===== src/rtl/crPkg.sv =====
// shared widths, opcode field codes, flag bit positions and the alu operation enum.
`default_nettype none

package crPkg;

	// data word width of the datapath.
	localparam int WORD_W = 16;

	// register number width and register count.
	localparam int REG_ADDR_W = 4;
	localparam int NUM_REGS = 1 << REG_ADDR_W;

	// width of the signed shift amount field.
	localparam int SHAMT_W = 5;

	// status flag vector width.
	localparam int FLAG_W = 5;

	// flag bit positions inside the status register.
	// z is set on equal compare.
	localparam int FLAG_Z = 4;
	// c is carry out of a sum, or borrow of a subtraction.
	localparam int FLAG_C = 3;
	// f is signed overflow.
	localparam int FLAG_F = 2;
	// n is signed less-than.
	localparam int FLAG_N = 1;
	// l is unsigned less-than.
	localparam int FLAG_L = 0;

	// high field classes, instruction bits 15..12.
	localparam logic [3:0] OP_REG = 4'b0000;
	localparam logic [3:0] OP_SHIFT = 4'b1000;

	// extension field codes, instruction bits 7..4.
	// an immediate form uses the same code in the high field.
	localparam logic [3:0] EXT_AND = 4'b0001;
	localparam logic [3:0] EXT_OR = 4'b0010;
	localparam logic [3:0] EXT_XOR = 4'b0011;
	localparam logic [3:0] EXT_LSH = 4'b0100;
	localparam logic [3:0] EXT_ADD = 4'b0101;
	localparam logic [3:0] EXT_ADDU = 4'b0110;
	localparam logic [3:0] EXT_ADDC = 4'b0111;
	localparam logic [3:0] EXT_SUB = 4'b1001;
	localparam logic [3:0] EXT_CMP = 4'b1011;
	localparam logic [3:0] EXT_MOV = 4'b1101;

	// alu operations, register and immediate forms share one value.
	typedef enum logic [3:0]
	{
		ALU_ADD,
		ALU_ADDU,
		ALU_ADDC,
		ALU_SUB,
		ALU_CMP,
		ALU_AND,
		ALU_OR,
		ALU_XOR,
		ALU_MOV,
		ALU_LSH
	} aluOpE;

endpackage

`default_nettype wire


===== src/rtl/alu.sv =====
// two-operand alu with add, subtract, compare, logic, move and signed-amount shift.
`timescale 1ns/1ns
`default_nettype none

module alu
(
	input logic [crPkg::WORD_W-1:0] a,
	input logic [crPkg::WORD_W-1:0] operandB,
	input logic useImm,
	input logic [crPkg::WORD_W-1:0] imm,
	input logic carryIn,
	input crPkg::aluOpE aluOp,
	output logic [crPkg::WORD_W-1:0] aluResult,
	output logic [crPkg::FLAG_W-1:0] aluFlags
);

	localparam int MSB = crPkg::WORD_W - 1;

	// second operand after the immediate mux.
	logic [crPkg::WORD_W-1:0] b;

	// 17-bit carry paths.
	logic addCarry;
	logic [crPkg::WORD_W:0] sum;
	logic [crPkg::WORD_W:0] diff;
	logic sumOvf;
	logic diffOvf;

	// shift amount handling.
	logic [crPkg::SHAMT_W-1:0] shField;
	logic [crPkg::SHAMT_W-1:0] shMag;
	logic shNeg;
	logic [crPkg::WORD_W-1:0] shiftOut;

	assign b = useImm ? imm : operandB;

	// only addc consumes the stored carry.
	assign addCarry = (aluOp == crPkg::ALU_ADDC) ? carryIn : 1'b0;

	assign sum = {1'b0, a} + {1'b0, b} + {{crPkg::WORD_W{1'b0}}, addCarry};
	// top bit of the difference is the borrow that is set when a < b unsigned.
	assign diff = {1'b0, a} - {1'b0, b};

	// overflow when both operands share a sign and the result sign differs.
	assign sumOvf = (a[MSB] == b[MSB]) && (sum[MSB] != a[MSB]);
	// for subtraction the operand signs must differ.
	assign diffOvf = (a[MSB] != b[MSB]) && (diff[MSB] != a[MSB]);

	// low five bits of b are a signed amount.
	assign shField = b[crPkg::SHAMT_W-1:0];
	assign shNeg = shField[crPkg::SHAMT_W-1];
	// the magnitude of -16 comes out as 16 and clears the word.
	assign shMag = shNeg ? -shField : shField;
	// negative amount means logical right shift.
	assign shiftOut = shNeg ? (a >> shMag) : (a << shMag);

	// result mux.
	always_comb
	begin
		case (aluOp)
		crPkg::ALU_ADD,
		crPkg::ALU_ADDU,
		crPkg::ALU_ADDC: aluResult = sum[MSB:0];
		crPkg::ALU_SUB: aluResult = diff[MSB:0];
		// compares produce no data.
		crPkg::ALU_CMP: aluResult = '0;
		crPkg::ALU_AND: aluResult = a & b;
		crPkg::ALU_OR: aluResult = a | b;
		crPkg::ALU_XOR: aluResult = a ^ b;
		crPkg::ALU_MOV: aluResult = b;
		crPkg::ALU_LSH: aluResult = shiftOut;
		default: aluResult = '0;
		endcase
	end

	// candidate flags of which the writeback stage keeps only the owned bits.
	always_comb
	begin
		aluFlags = '0;
		// full 16-bit equality.
		aluFlags[crPkg::FLAG_Z] = (a == b);
		aluFlags[crPkg::FLAG_C] = (aluOp == crPkg::ALU_SUB) ? diff[crPkg::WORD_W] :
			sum[crPkg::WORD_W];
		aluFlags[crPkg::FLAG_F] = (aluOp == crPkg::ALU_SUB) ? diffOvf : sumOvf;
		aluFlags[crPkg::FLAG_N] = ($signed(a) < $signed(b));
		aluFlags[crPkg::FLAG_L] = (a < b);
	end

endmodule

`default_nettype wire


===== src/rtl/datapathTop.sv =====
// execute datapath top level joining decoder, register file, alu and writeback stage.
`timescale 1ns/1ns
`default_nettype none

module datapathTop
(
	input logic clk,
	input logic rstN,
	input logic instrValid,
	input logic [crPkg::WORD_W-1:0] instr,
	output logic resultValid,
	output logic [crPkg::WORD_W-1:0] result,
	output logic [crPkg::REG_ADDR_W-1:0] resultReg,
	output logic [crPkg::FLAG_W-1:0] flags
);

	// decoder outputs.
	logic opValid;
	crPkg::aluOpE aluOp;
	logic [crPkg::REG_ADDR_W-1:0] destReg;
	logic [crPkg::REG_ADDR_W-1:0] srcReg;
	logic [crPkg::WORD_W-1:0] imm;
	logic useImm;
	logic regWrite;

	// register reads and alu outputs.
	logic [crPkg::WORD_W-1:0] readDataA;
	logic [crPkg::WORD_W-1:0] readDataB;
	logic [crPkg::WORD_W-1:0] aluResult;
	logic [crPkg::FLAG_W-1:0] aluFlags;

	instrDecoder decoder0
	(
		.clk(clk),
		.rstN(rstN),
		.instrValid(instrValid),
		.instr(instr),
		.opValid(opValid),
		.aluOp(aluOp),
		.destReg(destReg),
		.srcReg(srcReg),
		.imm(imm),
		.useImm(useImm),
		.regWrite(regWrite)
	);

	// rdest is both operand a and the write target.
	regFile regFile0
	(
		.clk(clk),
		.rstN(rstN),
		.readAddrA(destReg),
		.readAddrB(srcReg),
		.writeEn(regWrite),
		.writeAddr(destReg),
		.writeData(aluResult),
		.readDataA(readDataA),
		.readDataB(readDataB)
	);

	// stored carry feeds addc.
	alu alu0
	(
		.a(readDataA),
		.operandB(readDataB),
		.useImm(useImm),
		.imm(imm),
		.carryIn(flags[crPkg::FLAG_C]),
		.aluOp(aluOp),
		.aluResult(aluResult),
		.aluFlags(aluFlags)
	);

	writebackStage writeback0
	(
		.clk(clk),
		.rstN(rstN),
		.opValid(opValid),
		.aluOp(aluOp),
		.destReg(destReg),
		.aluResult(aluResult),
		.aluFlags(aluFlags),
		.resultValid(resultValid),
		.result(result),
		.resultReg(resultReg),
		.flags(flags)
	);

endmodule

`default_nettype wire


===== src/rtl/instrDecoder.sv =====
// instruction decoder with registered operation, register numbers, immediate and write enable.
`timescale 1ns/1ns
`default_nettype none

module instrDecoder
(
	input logic clk,
	input logic rstN,
	input logic instrValid,
	input logic [crPkg::WORD_W-1:0] instr,
	output logic opValid,
	output crPkg::aluOpE aluOp,
	output logic [crPkg::REG_ADDR_W-1:0] destReg,
	output logic [crPkg::REG_ADDR_W-1:0] srcReg,
	output logic [crPkg::WORD_W-1:0] imm,
	output logic useImm,
	output logic regWrite
);

	// instruction fields.
	logic [3:0] hiField;
	logic [3:0] extField;

	// the three immediate extensions.
	logic [crPkg::WORD_W-1:0] immSext;
	logic [crPkg::WORD_W-1:0] immZext;
	logic [crPkg::WORD_W-1:0] shImm;

	// decode results before the register.
	crPkg::aluOpE decOp;
	logic [crPkg::WORD_W-1:0] decImm;
	logic decUseImm;
	logic decKnown;
	logic decWrite;

	assign hiField = instr[15:12];
	assign extField = instr[7:4];

	// 8-bit immediate, signed or unsigned.
	assign immSext = {{(crPkg::WORD_W-8){instr[7]}}, instr[7:0]};
	assign immZext = {{(crPkg::WORD_W-8){1'b0}}, instr[7:0]};
	// lshi carries a signed five-bit amount in bits 4..0.
	assign shImm = {{(crPkg::WORD_W-crPkg::SHAMT_W){instr[crPkg::SHAMT_W-1]}},
		instr[crPkg::SHAMT_W-1:0]};

	// decode table.
	always_comb
	begin
		decOp = crPkg::ALU_MOV;
		decImm = immZext;
		decUseImm = 1'b0;
		decKnown = 1'b1;
		if (hiField == crPkg::OP_REG)
		begin
			// register class, extension picks the operation.
			case (extField)
			crPkg::EXT_AND: decOp = crPkg::ALU_AND;
			crPkg::EXT_OR: decOp = crPkg::ALU_OR;
			crPkg::EXT_XOR: decOp = crPkg::ALU_XOR;
			crPkg::EXT_ADD: decOp = crPkg::ALU_ADD;
			crPkg::EXT_ADDU: decOp = crPkg::ALU_ADDU;
			crPkg::EXT_ADDC: decOp = crPkg::ALU_ADDC;
			crPkg::EXT_SUB: decOp = crPkg::ALU_SUB;
			crPkg::EXT_CMP: decOp = crPkg::ALU_CMP;
			crPkg::EXT_MOV: decOp = crPkg::ALU_MOV;
			default: decKnown = 1'b0;
			endcase
		end
		else if (hiField == crPkg::OP_SHIFT)
		begin
			decOp = crPkg::ALU_LSH;
			if (extField == crPkg::EXT_LSH)
				decUseImm = 1'b0;
			else if (instr[7:5] == 3'b000)
			begin
				// lshi, amount comes from the word itself.
				decUseImm = 1'b1;
				decImm = shImm;
			end
			else
				decKnown = 1'b0;
		end
		else
		begin
			// immediate class, high field holds the extension code.
			decUseImm = 1'b1;
			case (hiField)
			crPkg::EXT_AND: decOp = crPkg::ALU_AND;
			crPkg::EXT_OR: decOp = crPkg::ALU_OR;
			crPkg::EXT_XOR: decOp = crPkg::ALU_XOR;
			crPkg::EXT_ADDU: decOp = crPkg::ALU_ADDU;
			crPkg::EXT_ADD:
			begin
				decOp = crPkg::ALU_ADD;
				decImm = immSext;
			end
			crPkg::EXT_ADDC:
			begin
				decOp = crPkg::ALU_ADDC;
				decImm = immSext;
			end
			crPkg::EXT_SUB:
			begin
				decOp = crPkg::ALU_SUB;
				decImm = immSext;
			end
			crPkg::EXT_CMP:
			begin
				decOp = crPkg::ALU_CMP;
				decImm = immSext;
			end
			crPkg::EXT_MOV:
			begin
				decOp = crPkg::ALU_MOV;
				decImm = immSext;
			end
			default: decKnown = 1'b0;
			endcase
		end
	end

	// compares only touch flags.
	assign decWrite = decKnown && (decOp != crPkg::ALU_CMP);

	// control bits, unrecognized words never get through.
	always_ff @(posedge clk)
	begin
		if (!rstN)
		begin
			opValid <= 1'b0;
			regWrite <= 1'b0;
		end
		else
		begin
			opValid <= instrValid && decKnown;
			regWrite <= instrValid && decWrite;
		end
	end

	// payload fields, loaded with each strobe.
	always_ff @(posedge clk)
	begin
		if (instrValid)
		begin
			aluOp <= decOp;
			destReg <= instr[11:8];
			srcReg <= instr[3:0];
			imm <= decImm;
			useImm <= decUseImm;
		end
	end

	// a register write always belongs to a valid operation.
	writeNeedsValid: assert property (@(posedge clk) disable iff (!rstN)
		regWrite |-> opValid);

endmodule

`default_nettype wire


===== src/rtl/regFile.sv =====
// sixteen-entry register file with two combinational reads and one synchronous write.
`timescale 1ns/1ns
`default_nettype none

module regFile
(
	input logic clk,
	input logic rstN,
	input logic [crPkg::REG_ADDR_W-1:0] readAddrA,
	input logic [crPkg::REG_ADDR_W-1:0] readAddrB,
	input logic writeEn,
	input logic [crPkg::REG_ADDR_W-1:0] writeAddr,
	input logic [crPkg::WORD_W-1:0] writeData,
	output logic [crPkg::WORD_W-1:0] readDataA,
	output logic [crPkg::WORD_W-1:0] readDataB
);

	// register storage.
	logic [crPkg::WORD_W-1:0] regs [crPkg::NUM_REGS];

	// all registers start at zero.
	// the write lands on the edge after decode, so the next op reads it.
	always_ff @(posedge clk)
	begin
		if (!rstN)
		begin
			for (int i = 0; i < crPkg::NUM_REGS; i++)
				regs[i] <= '0;
		end
		else if (writeEn)
			regs[writeAddr] <= writeData;
	end

	// port a reads rdest, port b reads rsrc.
	assign readDataA = regs[readAddrA];
	assign readDataB = regs[readAddrB];

endmodule

`default_nettype wire


===== src/rtl/writebackStage.sv =====
// writeback stage with result register, valid pulse and the status flag register.
`timescale 1ns/1ns
`default_nettype none

module writebackStage
(
	input logic clk,
	input logic rstN,
	input logic opValid,
	input crPkg::aluOpE aluOp,
	input logic [crPkg::REG_ADDR_W-1:0] destReg,
	input logic [crPkg::WORD_W-1:0] aluResult,
	input logic [crPkg::FLAG_W-1:0] aluFlags,
	output logic resultValid,
	output logic [crPkg::WORD_W-1:0] result,
	output logic [crPkg::REG_ADDR_W-1:0] resultReg,
	output logic [crPkg::FLAG_W-1:0] flags
);

	// flag bits owned by the current operation.
	logic [crPkg::FLAG_W-1:0] ownMask;

	// arithmetic owns c and f, compares own z, n and l.
	always_comb
	begin
		ownMask = '0;
		case (aluOp)
		crPkg::ALU_ADD,
		crPkg::ALU_ADDU,
		crPkg::ALU_ADDC,
		crPkg::ALU_SUB:
		begin
			ownMask[crPkg::FLAG_C] = 1'b1;
			ownMask[crPkg::FLAG_F] = 1'b1;
		end
		crPkg::ALU_CMP:
		begin
			ownMask[crPkg::FLAG_Z] = 1'b1;
			ownMask[crPkg::FLAG_N] = 1'b1;
			ownMask[crPkg::FLAG_L] = 1'b1;
		end
		// logic, move and shift keep every flag.
		default: ownMask = '0;
		endcase
	end

	// valid pulse and status register.
	always_ff @(posedge clk)
	begin
		if (!rstN)
		begin
			resultValid <= 1'b0;
			flags <= '0;
		end
		else
		begin
			resultValid <= opValid;
			if (opValid)
				flags <= (flags & ~ownMask) | (aluFlags & ownMask);
		end
	end

	// result payload.
	always_ff @(posedge clk)
	begin
		if (opValid)
		begin
			result <= aluResult;
			resultReg <= destReg;
		end
	end

	// no stray result straight out of reset.
	quietAfterReset: assert property (@(posedge clk) !rstN |=> !resultValid);

endmodule

`default_nettype wire


===== config.mk =====
export PLATFORM = sky130hd
export DESIGN_NAME = datapathTop
export DESIGN_NICKNAME = d
export VERILOG_FILES = /design/src/rtl/crPkg.sv /design/src/rtl/alu.sv /design/src/rtl/datapathTop.sv /design/src/rtl/instrDecoder.sv /design/src/rtl/regFile.sv /design/src/rtl/writebackStage.sv
export SDC_FILE = /design/constraint.sdc
export NUM_CORES = 1
export LEC_CHECK = 0
export ABC_AREA = 0
export BUFFER_PORTS_ARGS = -buffer_cell sky130_fd_sc_hd__buf_4
export CORE_MARGIN = 4
export CORE_UTILIZATION = 65
export CTS_CLUSTER_DIAMETER = 120
export DETAILED_ROUTE_END_ITERATION = 10
export PLACE_DENSITY = 0.82
export SETUP_SLACK_MARGIN = 0.05
export SLEW_MARGIN = 20
export SYNTH_ARGS = -nofsm -noshare
export SYNTH_HDL_FRONTEND = slang
export SYNTH_SLANG_ARGS = --single-unit

===== constraint.sdc =====
create_clock -name clk -period 7.8 [get_ports clk]
set_input_delay 1.56 -clock clk [delete_from_list [all_inputs] [get_ports clk]]
set_output_delay 1.56 -clock clk [all_outputs]
set_load 0.02 [all_outputs]

==> flow_metrics.py, run 1 <==
metrics = {
    "synthesis": {
        "ys_types": 93,
        "ys.flop_type": "edfxtp_1",
        "syn-cell-area_mm2": 0.01954,
        "ys_seq_elements": 310,
        "synth-edff-count": 294,
        "synth.avg_cell_area_um2": 11.72,
        "synthCells": 1667,
        "synthArstFlopShare_pct": 0,
        "ys_warn_count": 0,
        "synth_nets": 1741,
        "synth.yosys.seq_area_share_pct": 46.82,
    },
    "clock_network": {
        "root_buffer": "clkbuf_16",
        "post_cts_buffers": 0,
        "cts_tree": "done",
        "ctsResizeCount": 0,
        "cts_hold_buf": 0,
        "clock-sinks": 310,
        "path_clk_slew_ns": 0.06,
        "htree_levels": 1,
        "cts_buffers": 31,
        "clk_latency_ns": 0.57,
        "cts_buffer_depth": 3,
    },
    "route": {
        "wl_per_cell_um": 31.13,
        "dr_wl_met3_mm": 7.906,
        "drtIter0Drc": 2480,
        "dr.pass1.iters": 7,
        "top_layer": "met4",
        "drc": 0,
        "wirelength_mm": 64.46,
        "met1_length_mm": 20.83,
        "antenna_left": 0,
        "dr_total_vias": 15590,
        "vias_per_cell": 7.526,
        "wl_met2_mm": 30.48,
    },
    "global_routing": {
        "grt_pass1_wl_mm": 96.21,
        "antenna_found_initial": 0,
        "grt_usage_pct": 38.87,
        "grt_max_degree": 46,
        "first_global_vias": 15470,
        "overflow": 0,
    },
    "setup_path": {
        "critPathCaptureType": "flop",
        "cp.arrival_ns": 6.55,
        "cp.required_ns": 8.06,
        "startpoint_type": "flop",
        "cp_max_fo": 37,
        "path_class": "flop to flop",
        "worstRegToRegCells": 15,
    },
    "power_and_ir_drop": {
        "power_density_mw_per_mm2": 245.3,
        "seq_power_share_pct": 38.6,
        "p_int_mw": 3.315,
        "clkPwrFrac_pct": 28.6,
        "switching_share_pct": 35.55,
        "p_sw_mw": 1.828,
        "combPwrFrac_pct": 32.8,
        "vdd_drop_max_mv": 0.2043,
        "finalPower_mw": 5.144,
        "leakage_nw": 7.602,
    },
    "cells_and_area": {
        "drive_gt1_share_pct": 20.95,
        "final_common_cell": "nor2_1",
        "areaGrowthSynthToFinish_pct": 7.306,
        "fin_nets": 1730,
        "final_cell_mix": "nor2_1 (327), edfxtp_1 (294), mux4_2 (147)",
    },
    "sta": {
        "report.final.hold_viol_count": 0,
        "rsz0062_at_grt": "no",
        "setup_viol": 0,
        "setup_tns_ns": 0,
        "clock-skew-final_ns": 0.01938,
        "slew_headroom_pct": 16.64,
        "layout_worst_path_cycle_share_pct": 80.57,
        "max_freq_mhz": 159.1,
        "setup_ws_ns": 1.516,
        "slew_viol_final": 0,
        "fin_crit_ns": 6.284,
        "worstMarginPinSlew_ns": 1.247,
    },
    "floorplanning": {
        "core_area_mm2": 0.02964,
        "io_pins": 45,
        "die_w_um": 181.4,
        "start_util_pct": 65.93,
        "rows": 63,
        "dieArea_mm2": 0.03290,
        "die_y_um": 181.4,
    },
    "placement": {
        "dp_hpwl_mm": 41.59,
        "finalWeightedCongestion": 1.027,
        "place_ws_ns": 1.769,
        "portBuffers": 44,
    },
    "outcome": {
        "status": "finished clean",
    },
    "min_path": {
        "hold_path.class": "flop to flop",
        "hold_depth": 2,
    },
    "job": {
        "drv_cap": 0,
    },
}
## metal layers
layer | up-vias | global-route usage (%)
met4 | 0 | 24.11
li1 | 6229 | -
met5 | - | 0
met2 | 1461 | 63.05
met3 | 426 | 7.532
met1 | 7471 | 48.67
## power by group through the flow
stage               clock network [mW]  logic, mW  registers (mW)
floorplan                            0       1.23            1.97
global placement                     0       1.60            2.00
detailed placement                   0       1.61            2.01
CTS                               1.47       1.63            1.98
global route                      1.55       1.78            1.99
finish                            1.47       1.68            1.99
## registers in the layout, summed over array words and instances (netlist names), named ones only
name,flops
decoder0.regWrite,1
decoder0.destReg,4
writeback0.resultReg,4
regFile0.regs,256
decoder0.imm,9
writeback0.resultValid,1
writeback0.result,16
decoder0.useImm,1
decoder0.opValid,1
decoder0.aluOp,4
## area by class of cell
cell class	instances	area (µm²)
antenna	1	2.502
fill	2001	8670
tap	390	488.0
clock buffer	37	798.3
timing repair buffer	80	600.6
inverter	70	267.8
multi-input combinational	1163	9463
clock inverter	20	190.2
sequential	310	9159
## worst max-delay path, stage by stage, from the launching register on
cell	delay, ns
dfxtp_4	0.83
buf_4	0.47
mux4_2	0.61
mux4_2	0.50
mux2i_1	0.40
ha_1	0.41
a21o_1	0.21
a21o_1	0.21
a211oi_1	0.33
o21ai_0	0.14
o31ai_1	0.48
nor2_1	0.11
mux2i_1	0.20
o311ai_1	0.16
a21oi_2	0.75
nor2_1	0.13
## per-stage QoR
step / cells / area [µm²] / hold WS (ns) / util (%)
2_1_floorplan: 1667 / 19540 / 0.4244 / -
3_3_place_gp: 2013 / 19970 / 0.4979 / 67.38
3_5_place_dp: 2013 / 19970 / 0.4965 / 67.38
4_1_cts: 2070 / 20960 / 0.5169 / 70.72
5_1_grt: 2070 / 20970 / 0.5226 / 70.74
6_report: 2071 / 20970 / 0.5138 / 70.75
## Yosys cell counts, types with 10 or more instances
| library cell | instances | share of area (%) |
|---|---|---|
| nor2_1 | 327 | 6.3 |
| edfxtp_1 | 294 | 45 |
| mux4_2 | 147 | 17 |
| nand2_1 | 123 | 2.4 |
| a21oi_1 | 78 | 2.0 |
| clkbuf_1 | 65 | 1.2 |
| inv_1 | 59 | 1.1 |
| ha_1 | 52 | 3.3 |
| o21ai_0 | 46 | 1.2 |
| mux2i_1 | 35 | 1.8 |
| buf_2 | 32 | 0.82 |
| nor3_1 | 31 | 0.79 |
| nand3_1 | 26 | 0.67 |
| nor2b_1 | 17 | 0.54 |
| o211ai_1 | 17 | 0.65 |
| dfxtp_1 | 16 | 1.6 |
| mux2_2 | 15 | 0.86 |
| nand2b_1 | 13 | 0.42 |
| o221ai_1 | 13 | 0.58 |
| and2_1 | 12 | 0.38 |
| buf_4 | 12 | 0.46 |
| a211oi_1 | 11 | 0.42 |
| buf_6 | 10 | 0.58 |
| nor2_2 | 10 | 0.32 |
| xnor2_1 | 10 | 0.45 |
## final timing paths
path	startpoint	slack [ns]	to
setup / recovery	flop	1.52	regFile0.regs[9][15]
hold / removal	flop	0.51	flop
setup reg to reg	flop	1.52	regFile0.regs[9][15]
hold reg to reg	flop	0.51	flop
## logic make-up after synthesis
| group | Yosys count | synth area share, % |
|---|---|---|
| and+or+nand+nor | 599 | 13.27 |
| DFF | 310 | 46.82 |
| AOI/OAI and AO/OA | 295 | 10.83 |
| muxes | 202 | 19.98 |
| buffers and inverters | 194 | 4.796 |
| adders and majority gates | 55 | 3.637 |
| xor gates and xnor gates | 12 | 0.6723 |
No activity file was read; power rests on OpenSTA's default activity.
==> inputs of run 2 (changes only) <==
--- a/config.mk
+++ b/config.mk
@@ -8,10 +8,10 @@
 export ABC_AREA = 0
 export BUFFER_PORTS_ARGS = -buffer_cell sky130_fd_sc_hd__buf_4
 export CORE_MARGIN = 4
-export CORE_UTILIZATION = 65
+export CORE_UTILIZATION = 58
 export CTS_CLUSTER_DIAMETER = 120
 export DETAILED_ROUTE_END_ITERATION = 10
-export PLACE_DENSITY = 0.82
+export PLACE_DENSITY = 0.78
 export SETUP_SLACK_MARGIN = 0.05
 export SLEW_MARGIN = 20
 export SYNTH_ARGS = -nofsm -noshare
==> constraint.sdc (replaced) <==
create_clock -name clk -period 5.15 [get_ports clk]
set_input_delay 1.03 -clock clk [delete_from_list [all_inputs] [get_ports clk]]
set_output_delay 1.03 -clock clk [all_outputs]
set_load 0.02 [all_outputs]
==> flow_metrics.py, run 2 (same netlist as run 1, synthesis figures left out) <==
metrics = {
    "cells_and_area": {
        "drive_gt1_share_pct": 24.08,
        "areaGrowthSynthToFinish_pct": 11.83,
        "final_cell_mix": "nor2_1 (326), edfxtp_1 (294), mux4_2 (147)",
        "fin_nets": 1795,
        "largest_register_ffs": 256,
        "final_common_cell": "nor2_1",
        "largest_register": "regFile0.regs",
        "reg.largest.list": "regFile0.regs (256), writeback0.result (16), decoder0.imm (9)",
        "diodes": 0,
    },
    "route": {
        "drtIter0Drc": 2868,
        "dr_total_vias": 15740,
        "antenna_left": 0,
        "drc": 0,
        "wirelength_mm": 65.23,
        "dr.pass1.iters": 7,
        "vias_per_cell": 7.199,
        "wl_per_cell_um": 29.84,
    },
    "clock_network": {
        "clock-sinks": 310,
        "cts_tree": "done",
        "clk_latency_ns": 0.53,
        "cts_buffers": 34,
        "htree_levels": 2,
        "root_buffer": "clkbuf_16",
        "cts_hold_buf": 0,
        "cts_buffer_depth": 3,
        "path_clk_slew_ns": 0.06,
    },
    "global_routing": {
        "top_usage_layer": "met2",
        "first_global_vias": 15360,
        "grtUsageMet1_pct": 47.15,
        "grtUsageMet3_pct": 8.327,
        "grt_max_degree": 37,
        "grt_usage_pct": 35.22,
        "antenna_found_initial": 1,
        "grt_use_met2_pct": 55.33,
        "grt_pass1_wl_mm": 96.09,
        "overflow": 0,
    },
    "placement": {
        "portBuffers": 44,
        "place_ws_ns": 0.1647,
        "finalWeightedCongestion": 1.024,
        "dp_hpwl_mm": 42.49,
    },
    "power_and_ir_drop": {
        "clkPwrFrac_pct": 30.0,
        "seq_power_share_pct": 36.1,
        "p_int_mw": 5.388,
        "p_sw_mw": 2.866,
        "vdd_drop_max_mv": 0.2936,
        "leakage_nw": 8.019,
        "power_density_mw_per_mm2": 377.7,
        "switching_share_pct": 34.72,
        "combPwrFrac_pct": 34.0,
    },
    "job": {
        "drv_cap": 0,
    },
    "setup_path": {
        "worst-path-buf-inv": 3,
        "cp.arrival_ns": 5.19,
        "critPathCaptureType": "flop",
        "cpMaxStageDelayCell": "mux4_2",
        "crit_chain": "buf_4 > clkbuf_16 > mux4_2 > mux4_2 > nand2_1 > nand2_1 > inv_1 > ha_1 > nand3_1 > a211oi_1 > o31a_1 > o31a_1 > or3_1 > a31oi_2 > nand3_1 > nand3_4 > nor2_1",
        "crit_family": "simple AND/OR/NAND/NOR gates",
        "cp.required_ns": 5.37,
        "cp_max_fo": 11,
        "path_class": "flop to flop",
        "startpoint_type": "flop",
        "critical_path.max_stage_delay_ns": 0.52,
    },
    "sta": {
        "clock-skew-final_ns": 0.03535,
        "slew_headroom_pct": 20.28,
        "max_freq_mhz": 201.4,
        "setup_ws_ns": 0.1837,
        "timing.hold.ws_ns": 0.5225,
        "setup_viol": 0,
        "setup_tns_ns": 0,
        "worstMarginPinSlew_ns": 1.193,
        "slew_viol_final": 0,
        "layout_worst_path_cycle_share_pct": 96.43,
        "report.final.hold_viol_count": 0,
        "fin_crit_ns": 4.966,
    },
    "floorplanning": {
        "die_w_um": 191.6,
        "rows": 66,
        "start_util_pct": 59.46,
        "io_pins": 45,
        "core_area_mm2": 0.03287,
        "dieArea_mm2": 0.03669,
        "die_y_um": 191.6,
    },
    "outcome": {
        "status": "finished clean",
    },
    "min_path": {
        "hold_path.class": "flop to flop",
    },
}
## run 2: cell types whose count changed in the layout (fill, tap and decap cells not counted), moves of 2 or more
cell,before,now
clkinv_2,7,2
clkinv_1,7,5
clkbuf_16,31,36
buf_4,80,127
buf_12,0,12
clkbuf_1,6,9
## run 2: area by class of cell
cell class                 instances  area (µm²)
fill                            2401       11010
clock inverter                    15       201.4
sequential                       310        9159
clock buffer                      44       909.6
inverter                          70       267.8
multi-input combinational       1164        9515
tap                              442       553.0
timing repair buffer             141        1246
## run 2: metal layers
| metal | vias up | share of wire [%] | routed length, µm |
|---|---|---|---|
| met5 | - | 0.020 | 13 |
| met4 | 2 | 6.5 | 4262 |
| met3 | 319 | 14 | 8826 |
| met2 | 1492 | 45 | 29580 |
| met1 | 7550 | 35 | 22540 |
| li1 | 6375 | - | - |
## run 2: through the flow
step	total power [mW]	area [µm²]	instances	util (%)
6_report	8.254	21850	2186	66.49
5_1_grt	8.527	21850	2186	66.49
4_1_cts	8.114	21660	2173	65.92
3_5_place_dp	5.670	20550	2114	62.54
3_3_place_gp	5.637	20550	2114	62.54
2_1_floorplan	4.839	19540	1667	-
## run 2: power groups by stage
stage	Clock [mW]	Sequential [mW]	Combinational, mW
3_5_place_dp	0	3.02	2.65
4_1_cts	2.47	2.97	2.67
2_1_floorplan	0	2.98	1.86
6_report	2.47	2.98	2.80
5_1_grt	2.58	2.98	2.97
3_3_place_gp	0	3.01	2.63
## run 2: path summary, 6_finish.rpt
check	from	end	slack [ns]	depth (start not counted)
worst max register to register	flop	regFile0.regs[14][11]	0.18	17
worst min register to register	decoder0.imm[3]	flop	0.52	1
worst min-delay path	decoder0.imm[3]	flop	0.52	1
worst max-delay path	flop	regFile0.regs[14][11]	0.18	17
## run 2: repair_timing
item / CTS / global route
gates resized for setup: 0 / 12
setup endpoints to repair: 0 / 129
setup buffers: 0 / 11
==> inputs of run 3 (changes only) <==
--- a/config.mk
+++ b/config.mk
@@ -11,6 +11,7 @@
 export CORE_UTILIZATION = 58
 export CTS_CLUSTER_DIAMETER = 120
 export DETAILED_ROUTE_END_ITERATION = 10
+export GPL_TIMING_DRIVEN = 0
 export PLACE_DENSITY = 0.78
 export SETUP_SLACK_MARGIN = 0.05
 export SLEW_MARGIN = 20
==> flow_metrics.py, run 3 (same netlist as run 1, synthesis figures left out) <==
metrics = {
    "clock_network": {
        "htree_levels": 2,
        "path_clk_slew_ns": 0.06,
        "cts_buffer_depth": 3,
        "root_buffer": "clkbuf_16",
        "cts_tree": "done",
        "clock-sinks": 310,
        "cts_hold_buf": 0,
        "cts_buffers": 34,
        "clk_latency_ns": 0.53,
    },
    "floorplanning": {
        "dieArea_mm2": 0.03669,
        "rows": 66,
        "die_w_um": 191.6,
        "start_util_pct": 59.46,
        "core_area_mm2": 0.03287,
        "die_y_um": 191.6,
        "io_pins": 45,
    },
    "power_and_ir_drop": {
        "leakage_nw": 8.418,
        "vdd_drop_max_mv": 0.2861,
        "power_density_mw_per_mm2": 377.2,
    },
    "setup_path": {
        "crit_chain": "buf_2 > clkbuf_4 > mux4_2 > mux4_2 > ha_1 > inv_1 > a21oi_1 > o21bai_1 > a21oi_1 > xnor2_1 > o221ai_1 > a21oi_1 > o211ai_1 > a21oi_4 > buf_2 > nor2_1",
        "cp.arrival_ns": 5.36,
        "cp.required_ns": 5.41,
        "r2r_setup_slack_ns": 0.05,
        "path_class": "flop to flop",
        "cpMostUsedCell": "a21oi_1",
        "critical_path.max_stage_delay_ns": 0.65,
        "startpoint_type": "flop",
        "critPathCaptureType": "flop",
        "crit_family": "compound AO/OA/AOI/OAI gates",
        "cp_max_fo": 10,
        "worst-path-buf-inv": 4,
        "cpMaxStageDelayCell": "mux4_2",
    },
    "route": {
        "wirelength_mm": 65.46,
        "drc": 0,
        "drtIter0Drc": 2454,
        "vias_per_cell": 7.021,
        "wl_per_cell_um": 28.74,
        "dr.pass1.iters": 6,
        "antenna_left": 0,
        "dr_total_vias": 15990,
    },
    "sta": {
        "slew_headroom_pct": 28.79,
        "report.final.hold_viol_count": 0,
        "worstMarginPinSlew_ns": 1.064,
        "max_freq_mhz": 196.0,
        "setup_tns_ns": 0,
        "clock-skew-final_ns": 0.02265,
        "slew_viol_final": 0,
        "setup_viol": 0,
        "fin_crit_ns": 5.101,
        "rsz0062_at_grt": "yes",
        "layout_worst_path_cycle_share_pct": 99.05,
    },
    "cells_and_area": {
        "multi_input_area_mm2": 0.009915,
        "drive_gt1_share_pct": 28.88,
        "final_common_cell": "nor2_1",
        "regArea_mm2": 0.009155,
        "largest_register": "regFile0.regs",
        "largest_register_ffs": 256,
        "fin_nets": 1887,
        "fillers": 2321,
        "reg.largest.list": "regFile0.regs (256), writeback0.result (16), decoder0.imm (9)",
        "final_cell_mix": "nor2_1 (326), edfxtp_1 (294), mux4_2 (147)",
        "fin_area_mm2": 0.02288,
        "fin_cells": 2278,
        "areaGrowthSynthToFinish_pct": 17.10,
    },
    "min_path": {
        "hold_path.class": "flop to flop",
    },
    "placement": {
        "dp_hpwl_mm": 45.96,
        "dp.cells": 2150,
        "finalWeightedCongestion": 1.023,
        "placed_area_mm2": 0.02041,
        "portBuffers": 41,
    },
    "global_routing": {
        "overflow": 0,
        "grt_pass1_wl_mm": 96.23,
        "grt_usage_pct": 35.35,
        "first_global_vias": 15460,
        "antenna_found_initial": 1,
        "grt_max_degree": 25,
    },
    "job": {
        "drv_cap": 0,
    },
    "outcome": {
        "status": "finished clean",
    },
}
-- run 3: changes by cell type in the layout (fill, tap and decap cells not counted), moves of 5 or more --
cell      delta
a21oi_1      -8
a21oi_4      +5
buf_2       +15
buf_4       -11
buf_6       +21
buf_8        +7
clkbuf_1    +42
clkbuf_4     +8
clkbuf_8     +8
ha_1         -7
o21ai_0      -7
-- run 3: layout make-up --
class | instances | share of cell area, %
multi-input cells | 1163 | 43.33
flip-flops and latches | 310 | 40.01
clock buffers | 47 | 4.380
repair buffers | 118 | 4.303
plain buffers | 116 | 3.975
well taps | 442 | 2.417
inverters | 70 | 1.181
clock inverters | 11 | 0.3991
diodes | 1 | 0.01094
-- run 3: per-stage QoR --
step	util (%)	setup WS (ns)	total power, mW	hold WS, ns
after floorplan	-	0.1719	4.839	0.4244
after global placement	62.08	-1.658	5.601	0.4346
after detailed placement	62.09	-1.762	5.646	0.4471
after CTS	67.49	0.03376	8.228	0.4613
after global routing	69.62	-0.03886	8.882	0.4807
final	69.62	0.04905	8.631	0.4652
-- run 3: power by group --
part	internal [mW]	total (mW)	switching, mW
sequential	2.88	2.96	0.0772
combinational	1.27	3.29	2.02
clock	1.37	2.39	1.02
total	5.52	8.63	3.11
-- run 3: final timing paths --
path | start | to | depth (start not counted)
worst max-delay path | flop | regFile0.regs[9][5] | 16
worst min-delay path | decoder0.destReg[1] | writeback0.resultReg[1] | 0
worst max register to register | flop | regFile0.regs[9][5] | 16
worst min register to register | decoder0.destReg[1] | writeback0.resultReg[1] | 0
-- run 3: timing repair --
| item | 4_1_cts | 5_1_grt |
|---|---|---|
| gates cloned | 1 | 2 |
| hold endpoints to repair | 0 | 0 |
| setup buffers | 32 | 42 |
| setup endpoints to repair | 277 | 201 |
| pin swaps | 15 | 31 |
| resized for setup | 117 | 84 |
-- run 3: per-layer routing --
metal	vias to the layer above	share of wire (%)	wire length (µm)	global-route usage, %
li1	6560	-	-	-
met1	7825	36	23380	48.01
met2	1320	46	30000	56.18
met3	286	12	8015	6.939
met4	2	6.2	4054	15.36
met5	-	0.018	12	0
